File: config.mk
export PLATFORM = sky130hd
export DESIGN_NAME = uart_core
export DESIGN_NICKNAME = d
export VERILOG_FILES = /design/src/uart_pkg.sv /design/src/uart_core.sv /design/src/uart_rx_shift.sv /design/src/uart_tx_shift.sv /design/src/uart_ctrl.sv /design/src/baud_gen.sv
export SDC_FILE = /design/constraint.sdc
export NUM_CORES = 1
export LEC_CHECK = 0
export ABC_AREA = 1
export CORE_AREA = 2 2 59 103
export DETAILED_ROUTE_END_ITERATION = 10
export DIE_AREA = 0 0 61 105
export DONT_BUFFER_PORTS = 1
export GPL_TIMING_DRIVEN = 0
export PLACE_DENSITY = 0.76
export SLEW_MARGIN = 20
export SYNTH_ARGS = -nofsm -noshare
export SYNTH_HDL_FRONTEND = slang
export SYNTH_HIERARCHICAL = 1
export SYNTH_SLANG_ARGS = --single-unit
File: constraint.sdc
create_clock -name clk_i -period 2.1 [get_ports clk_i]
set_input_delay 0.63 -clock clk_i [delete_from_list [all_inputs] [get_ports clk_i]]
set_output_delay 0.63 -clock clk_i [all_outputs]
set_load 0.005 [all_outputs]
File: src/uart_pkg.sv
package uart_pkg;

  localparam int DATA_BITS = 8;  // data bits per frame, lsb first

  // phase of one serial frame, shared by both directions
  typedef enum logic [1:0] {
    PH_IDLE  = 2'd0,  // line high, waiting
    PH_START = 2'd1,  // start bit
    PH_DATA  = 2'd2,  // data bits
    PH_STOP  = 2'd3   // stop bit
  } uart_phase_e;

  // control to the transmit shifter
  typedef struct packed {
    uart_phase_e phase;  // phase of the bit now going onto the line
    logic        load;   // copy host byte
    logic        shift;  // advance to next data bit
  } tx_ctrl_t;

  // control to the receive shifter
  typedef struct packed {
    logic sample;      // shift in one data bit
    logic check_stop;  // sample stop bit, finish the byte
    logic clear;       // new frame starting
  } rx_ctrl_t;

  // received byte as seen by the host
  typedef struct packed {
    logic [DATA_BITS-1:0] data;
    logic                 frame_err;  // stop bit was low
  } rx_result_t;

endpackage
File: src/uart_core.sv
`timescale 1ns/1ps

module uart_core
  import uart_pkg::*;
#(
  parameter int CLKS_PER_BIT = 1375
) (
  input  logic                 clk_i,
  input  logic                 reset_i,
  input  logic                 rx_i,
  output logic                 tx_o,
  input  logic [DATA_BITS-1:0] tx_data_i,
  input  logic                 tx_start_i,
  output logic                 tx_busy_o,
  output rx_result_t           rx_data_o,
  output logic                 rx_valid_o
);

  tx_ctrl_t tx_ctrl;
  rx_ctrl_t rx_ctrl;
  logic     tx_tick;
  logic     rx_tick;
  logic     tx_restart;
  logic     rx_restart;
  logic     rx_restart_half;
  logic     rx_sync;

  uart_ctrl u_ctrl (
    .clk_i             (clk_i),
    .reset_i           (reset_i),
    .tx_start_i        (tx_start_i),
    .tx_tick_i         (tx_tick),
    .rx_tick_i         (rx_tick),
    .rx_sync_i         (rx_sync),
    .tx_ctrl_o         (tx_ctrl),
    .rx_ctrl_o         (rx_ctrl),
    .tx_restart_o      (tx_restart),
    .rx_restart_o      (rx_restart),
    .rx_restart_half_o (rx_restart_half),
    .tx_busy_o         (tx_busy_o),
    .rx_done_o         (rx_valid_o)
  );

  baud_gen #(.CLKS_PER_BIT(CLKS_PER_BIT)) u_tx_baud (
    .clk_i          (clk_i),
    .reset_i        (reset_i),
    .restart_i      (tx_restart),
    .restart_half_i (1'b0),  // tx always starts on a bit boundary
    .tick_o         (tx_tick)
  );

  baud_gen #(.CLKS_PER_BIT(CLKS_PER_BIT)) u_rx_baud (
    .clk_i          (clk_i),
    .reset_i        (reset_i),
    .restart_i      (rx_restart),
    .restart_half_i (rx_restart_half),
    .tick_o         (rx_tick)
  );

  uart_tx_shift u_tx_shift (
    .clk_i     (clk_i),
    .reset_i   (reset_i),
    .tx_data_i (tx_data_i),
    .tx_ctrl_i (tx_ctrl),
    .tx_o      (tx_o)
  );

  uart_rx_shift u_rx_shift (
    .clk_i     (clk_i),
    .reset_i   (reset_i),
    .rx_i      (rx_i),
    .rx_ctrl_i (rx_ctrl),
    .rx_sync_o (rx_sync),
    .rx_data_o (rx_data_o)
  );

endmodule

File: src/uart_rx_shift.sv
`timescale 1ns/1ps

module uart_rx_shift
  import uart_pkg::*;
(
  input  logic       clk_i,
  input  logic       reset_i,
  input  logic       rx_i,
  input  rx_ctrl_t   rx_ctrl_i,
  output logic       rx_sync_o,
  output rx_result_t rx_data_o
);

  logic                 rx_meta_q;
  logic                 rx_sync_q;
  logic [DATA_BITS-1:0] shift_q;

  // two-flop synchronizer, idles high like the line
  always_ff @(posedge clk_i) begin
    if (reset_i) begin
      rx_meta_q <= 1'b1;
      rx_sync_q <= 1'b1;
    end else begin
      rx_meta_q <= rx_i;
      rx_sync_q <= rx_meta_q;
    end
  end

  always_ff @(posedge clk_i) begin
    if (rx_ctrl_i.clear) begin
      shift_q <= '0;
    end else if (rx_ctrl_i.sample) begin
      shift_q <= {rx_sync_q, shift_q[DATA_BITS-1:1]};  // lsb arrives first
    end
  end

  // output byte register, held until the next frame ends
  always_ff @(posedge clk_i) begin
    if (reset_i) begin
      rx_data_o <= '0;
    end else if (rx_ctrl_i.check_stop) begin
      rx_data_o.data      <= shift_q;
      rx_data_o.frame_err <= ~rx_sync_q;  // stop must be high
    end
  end

  assign rx_sync_o = rx_sync_q;

endmodule

File: src/uart_tx_shift.sv
`timescale 1ns/1ps

module uart_tx_shift
  import uart_pkg::*;
(
  input  logic                 clk_i,
  input  logic                 reset_i,
  input  logic [DATA_BITS-1:0] tx_data_i,
  input  tx_ctrl_t             tx_ctrl_i,
  output logic                 tx_o
);

  logic [DATA_BITS-1:0] shift_q;
  logic                 line_d;

  always_ff @(posedge clk_i) begin
    if (tx_ctrl_i.load) shift_q <= tx_data_i;
    else if (tx_ctrl_i.shift) shift_q <= shift_q >> 1;  // lsb first
  end

  always_comb begin
    case (tx_ctrl_i.phase)
      PH_START: line_d = 1'b0;
      // on a shift edge the next bit is still one place up
      PH_DATA:  line_d = tx_ctrl_i.shift ? shift_q[1] : shift_q[0];
      default:  line_d = 1'b1;  // idle and stop
    endcase
  end

  always_ff @(posedge clk_i) begin
    if (reset_i) begin
      tx_o <= 1'b1;
    end else begin
      tx_o <= line_d;
    end
  end

endmodule

File: src/uart_ctrl.sv
`timescale 1ns/1ps

module uart_ctrl
  import uart_pkg::*;
(
  input  logic     clk_i,
  input  logic     reset_i,
  input  logic     tx_start_i,
  input  logic     tx_tick_i,
  input  logic     rx_tick_i,
  input  logic     rx_sync_i,
  output tx_ctrl_t tx_ctrl_o,
  output rx_ctrl_t rx_ctrl_o,
  output logic     tx_restart_o,
  output logic     rx_restart_o,
  output logic     rx_restart_half_o,
  output logic     tx_busy_o,
  output logic     rx_done_o
);

  localparam int BIT_W = $clog2(DATA_BITS);
  localparam logic [BIT_W-1:0] LAST_BIT = BIT_W'(DATA_BITS - 1);

  uart_phase_e      tx_phase_q;
  uart_phase_e      tx_phase_d;
  logic [BIT_W-1:0] tx_bit_q;
  logic [BIT_W-1:0] tx_bit_d;
  logic             tx_accept;

  uart_phase_e      rx_phase_q;
  uart_phase_e      rx_phase_d;
  logic [BIT_W-1:0] rx_bit_q;
  logic [BIT_W-1:0] rx_bit_d;
  logic             rx_done_q;

  assign tx_accept = (tx_phase_q == PH_IDLE) && tx_start_i;  // ignored while busy

  always_comb begin
    tx_phase_d = tx_phase_q;
    tx_bit_d   = tx_bit_q;
    case (tx_phase_q)
      PH_IDLE: if (tx_start_i) tx_phase_d = PH_START;
      PH_START: begin
        if (tx_tick_i) begin
          tx_phase_d = PH_DATA;
          tx_bit_d   = '0;
        end
      end
      PH_DATA: begin
        if (tx_tick_i) begin
          if (tx_bit_q == LAST_BIT) tx_phase_d = PH_STOP;
          else tx_bit_d = tx_bit_q + 1'b1;
        end
      end
      PH_STOP: if (tx_tick_i) tx_phase_d = PH_IDLE;
      default: tx_phase_d = PH_IDLE;
    endcase
  end

  // receiver re-checks the start bit at its middle
  always_comb begin
    rx_phase_d = rx_phase_q;
    rx_bit_d   = rx_bit_q;
    case (rx_phase_q)
      PH_IDLE: if (!rx_sync_i) rx_phase_d = PH_START;
      PH_START: begin
        if (rx_tick_i) begin
          if (rx_sync_i) begin
            rx_phase_d = PH_IDLE;  // glitch, drop it
          end else begin
            rx_phase_d = PH_DATA;
            rx_bit_d   = '0;
          end
        end
      end
      PH_DATA: begin
        if (rx_tick_i) begin
          if (rx_bit_q == LAST_BIT) rx_phase_d = PH_STOP;
          else rx_bit_d = rx_bit_q + 1'b1;
        end
      end
      PH_STOP: if (rx_tick_i) rx_phase_d = PH_IDLE;
      default: rx_phase_d = PH_IDLE;
    endcase
  end

  always_ff @(posedge clk_i) begin
    if (reset_i) begin
      tx_phase_q <= PH_IDLE;
      tx_bit_q   <= '0;
      rx_phase_q <= PH_IDLE;
      rx_bit_q   <= '0;
      rx_done_q  <= 1'b0;
    end else begin
      tx_phase_q <= tx_phase_d;
      tx_bit_q   <= tx_bit_d;
      rx_phase_q <= rx_phase_d;
      rx_bit_q   <= rx_bit_d;
      rx_done_q  <= (rx_phase_q == PH_STOP) && rx_tick_i;  // same edge as byte register
    end
  end

  // shifter registers the line, so it gets the upcoming phase
  assign tx_ctrl_o.phase = tx_phase_d;
  assign tx_ctrl_o.load  = tx_accept;
  assign tx_ctrl_o.shift = (tx_phase_q == PH_DATA) && tx_tick_i;

  assign rx_ctrl_o.sample     = (rx_phase_q == PH_DATA) && rx_tick_i;
  assign rx_ctrl_o.check_stop = (rx_phase_q == PH_STOP) && rx_tick_i;
  assign rx_ctrl_o.clear      = (rx_phase_q == PH_IDLE) && !rx_sync_i;

  assign tx_restart_o      = (tx_phase_q == PH_IDLE);  // counter parked at zero
  assign rx_restart_o      = (rx_phase_q == PH_IDLE) && rx_sync_i;
  assign rx_restart_half_o = (rx_phase_q == PH_IDLE) && !rx_sync_i;  // start edge seen

  assign tx_busy_o = (tx_phase_q != PH_IDLE);
  assign rx_done_o = rx_done_q;

endmodule

File: src/baud_gen.sv
`timescale 1ns/1ps

module baud_gen #(
  parameter int CLKS_PER_BIT = 1375
) (
  input  logic clk_i,
  input  logic reset_i,
  input  logic restart_i,
  input  logic restart_half_i,
  output logic tick_o
);

  localparam int CNT_W = (CLKS_PER_BIT > 1) ? $clog2(CLKS_PER_BIT) : 1;
  localparam logic [CNT_W-1:0] LAST = CNT_W'(CLKS_PER_BIT - 1);
  localparam logic [CNT_W-1:0] HALF = CNT_W'(CLKS_PER_BIT / 2);

  logic [CNT_W-1:0] cnt_q;

  always_ff @(posedge clk_i) begin
    if (reset_i) begin
      cnt_q <= '0;
    end else if (restart_i) begin
      cnt_q <= '0;
    end else if (restart_half_i) begin
      cnt_q <= HALF;  // first tick lands mid-bit
    end else if (cnt_q == LAST) begin
      cnt_q <= '0;
    end else begin
      cnt_q <= cnt_q + 1'b1;
    end
  end

  assign tick_o = (cnt_q == LAST);  // last cycle of the bit

endmodule

==> impl_metrics.ini <==
[final_layout]
fin_nets = 442
final_area_mm2 = 0.00329
diodes = 0
syn2layout_area_growth_pct = 11.1
drive_gt1_share_pct = 12.9

[clock_network]
cts_sinks = 61
htreeDepth = 3
clk_latency_ns = 0.35
clk_root_buffer_cell = clkbuf_8
cts_buffer_depth = 2
clkSlewWorstSetupHoldPaths_ns = 0.07
tritoncts = yes
cts_buffers = 9

[grt]
grt_start_max_net_pins = 12
gr-usage-all-layers_pct = 19.0
grt-ovfl-total = 0
grt_first_pass_wirelength_mm = 9.30
antenna_found_initial = 0
grt_pass1_vias = 2356

[detailed_routing]
first_pass_iters = 4
vias = 2389
drc = 0
drtAntennaViolNets = 0
drt_iter0_drc = 108
routed_wl_mm = 5.12
viasPerCell = 4.75
drt-wirelength-per-cell_um = 10.2

[timing]
clock.fmax_mhz = 530
period_minus_slack_ns = 1.89
tns_ns = 0
drv_slew = 0
skew_ns = 0.00804
setup_ws_ns = 0.213
grt_setup_unrepaired = false
fin_crit_sh_pct = 89.9
final_hold_viol_count = 0
hold-worst-slack_ns = 0.347
setup_viol = 0

[floorplan]
initial_utilization_pct = 53.4
die_x_um = 61
num_rows = 36
die_h_um = 105
core_mm2 = 0.00554
design.die.area_mm2 = 0.00641
pin_count = 24

[power]
power_density_mw_per_mm2 = 731
irDropWorstVdd_uv = 479
total_power_uw = 2400
p_leak_uw = 0.00131

[run_status]
status = complete, no violations

[synthesis]
synth_top_family_by_area = simple AND/OR/NAND/NOR gates
synth-simple-area-share_pct = 34.4
yosys.area.top_type = dfxtp_1
ys_seq_area_share_pct = 44.0
synth-async-reset-ratio_pct = 0
muxShareOfSynthArea_pct = 0
yosys_register_bits = 61
post_synth.cell_area_avg_um2 = 7.26
yosysUniqueCellTypes = 32
syn-instance-count = 408
synth_compound_area_share_pct = 6.21
synth_area_leaders = dfxtp_1 (36%), nand2_1 (15%), nor2_1 (9.1%)
synth_warnings = 6
syn_area_mm2 = 0.00296
synth_edf_count = 8
synth_top_area_share_pct = 35.8
synthAdderAreaFrac_pct = 3.38
synth_xor_xnor_area_share_pct = 2.37
synth-main-ff-cell = dfxtp_1

[setup_path]
worstSetupStartpointType = flip-flop
arrival_ns = 2.13
worstSetupEndpointType = flip-flop
critPathKind = reg2reg
cp.required_ns = 2.35
cp_max_fo = 10

[flow_run]
max_cap_violations = 0

[hold_path]
hold_class = in2reg

[placement]
dpl_cell_area_mm2 = 0.00306
pre_cts_slack_ns = -0.344
hpwl_mm = 3.85
place_congestion = 0.870
io_buffers = 0
==> critical path, cell delays in order (launching register included) <==
cell and delay [ns]:
dfxtp_1 0.34, inv_1 0.06, ha_1 0.15, nand2_1 0.07
nor4_1 0.33, inv_1 0.19, nor3_1 0.21, buf_6 0.17
buf_6 0.14, nand2_2 0.04, nand2_1 0.05, nor2_1 0.04
==> layout by cell type, fill, tap and decap left out, types with 2 or more instances in the layout <==
cell type    n
nand2_1    120
nand3_2      2
clkbuf_8    10
inv_1       48
nor2_2       3
buf_6        5
inv_2        4
o21ai_1      3
conb_1       2
nor2_4       4
nor4_1       2
nand2_2      7
or2_2        2
nand3_1     17
nor2_1      72
dfxtp_1     53
a21oi_1      7
xor2_1       4
buf_4        4
nand4_1      3
a21oi_2      2
clkinv_2     4
o21ai_0     17
xnor2_1      4
ha_1         8
edfxtp_1     8
==> layout make-up <==
cell class / count / area, um^2
Buffer: 7 / 71.3
Clock buffer: 11 / 141
Clock inverter: 5 / 50.0
Fill cell: 524 / 2250
Inverter: 54 / 210
Multi-Input combinational cell: 287 / 1400
Sequential cell: 61 / 1300
Tap cell: 76 / 95.1
Timing Repair Buffer: 2 / 15.0
==> flip-flops by register name, indices dropped and copies added (netlist names), named ones only <==
name / cells
u_rx_shift/rx_sync_o: 1
u_rx_shift/rx_meta_q: 1
u_tx_shift/shift_q: 8
u_tx_shift/tx_o: 1
u_ctrl/rx_bit_q: 3
u_rx_shift/rx_data_o: 9
u_ctrl/tx_bit_q: 3
u_ctrl/rx_phase_q: 1
u_ctrl/rx_done_o: 1
u_tx_baud/cnt_q: 11
u_ctrl/tx_phase_q: 2
u_rx_shift/shift_q: 8
u_rx_baud/cnt_q: 11
==> synth_stat cells (5+ instances only) <==
| library cell | instances |
|---|---|
| inv_1 | 48 |
| a21oi_1 | 7 |
| nand3_1 | 17 |
| buf_6 | 5 |
| edfxtp_1 | 8 |
| nand2_2 | 6 |
| nor2_1 | 72 |
| o21ai_0 | 17 |
| nand2_1 | 121 |
| ha_1 | 8 |
| dfxtp_1 | 53 |
==> final timing paths <==
kind                             start                       to  slack [ns]  depth (start not counted)
setup / recovery    u_rx_baud/cnt_q[0]  u_rx_shift/rx_data_o[0]        0.21                         11
hold / removal                 reset_i     u_ctrl/tx_phase_q[0]        0.35                          1
setup reg to reg    u_rx_baud/cnt_q[0]  u_rx_shift/rx_data_o[0]        0.21                         11
hold reg to reg   u_rx_shift/rx_meta_q     u_rx_shift/rx_sync_o        0.42                          1
==> cells by family after synthesis <==
kind of cell | Yosys count
flip-flops | 61
XOR/XNOR | 8
AO/OA/AOI/OAI | 32
adder cells (fa/ha/maj) | 8
AND/OR/NAND/NOR | 237
other | 1
buffers and inverters | 61
==> power breakdown <==
part,switching (uW),total [uW],internal (uW)
clock network,438,1010,571
logic,94.2,144,50.1
registers,27.7,1250,1220
==> through the flow <==
stage / util [%] / instances
after detailed placement: 55.2 / 485
after floorplan: - / 409
final: 59.3 / 503
after global placement: 55.2 / 485
after global routing: 59.3 / 503
after CTS: 59.0 / 501
==> per-layer routing <==
metal  global-route usage (%)  vias up  wire length (um)
met3                     5.94       12               158
li1                         -     1278                 -
met4                     9.78        0               161
met5                        0        -                 0
met1                     19.6     1064              2050
met2                     32.6       35              2750
==> what timing repair did <==
| item | in CTS | in global routing |
|---|---|---|
| pin swaps | 0 | 1 |
| setup buffers | 0 | 2 |
| endpoints found under the setup margin | 10 | 8 |
| hold buffers | 0 | 0 |
| gates resized for setup | 3 | 1 |
| hold endpoints to repair | 0 | 0 |
Power figures use the tool's default switching activity.
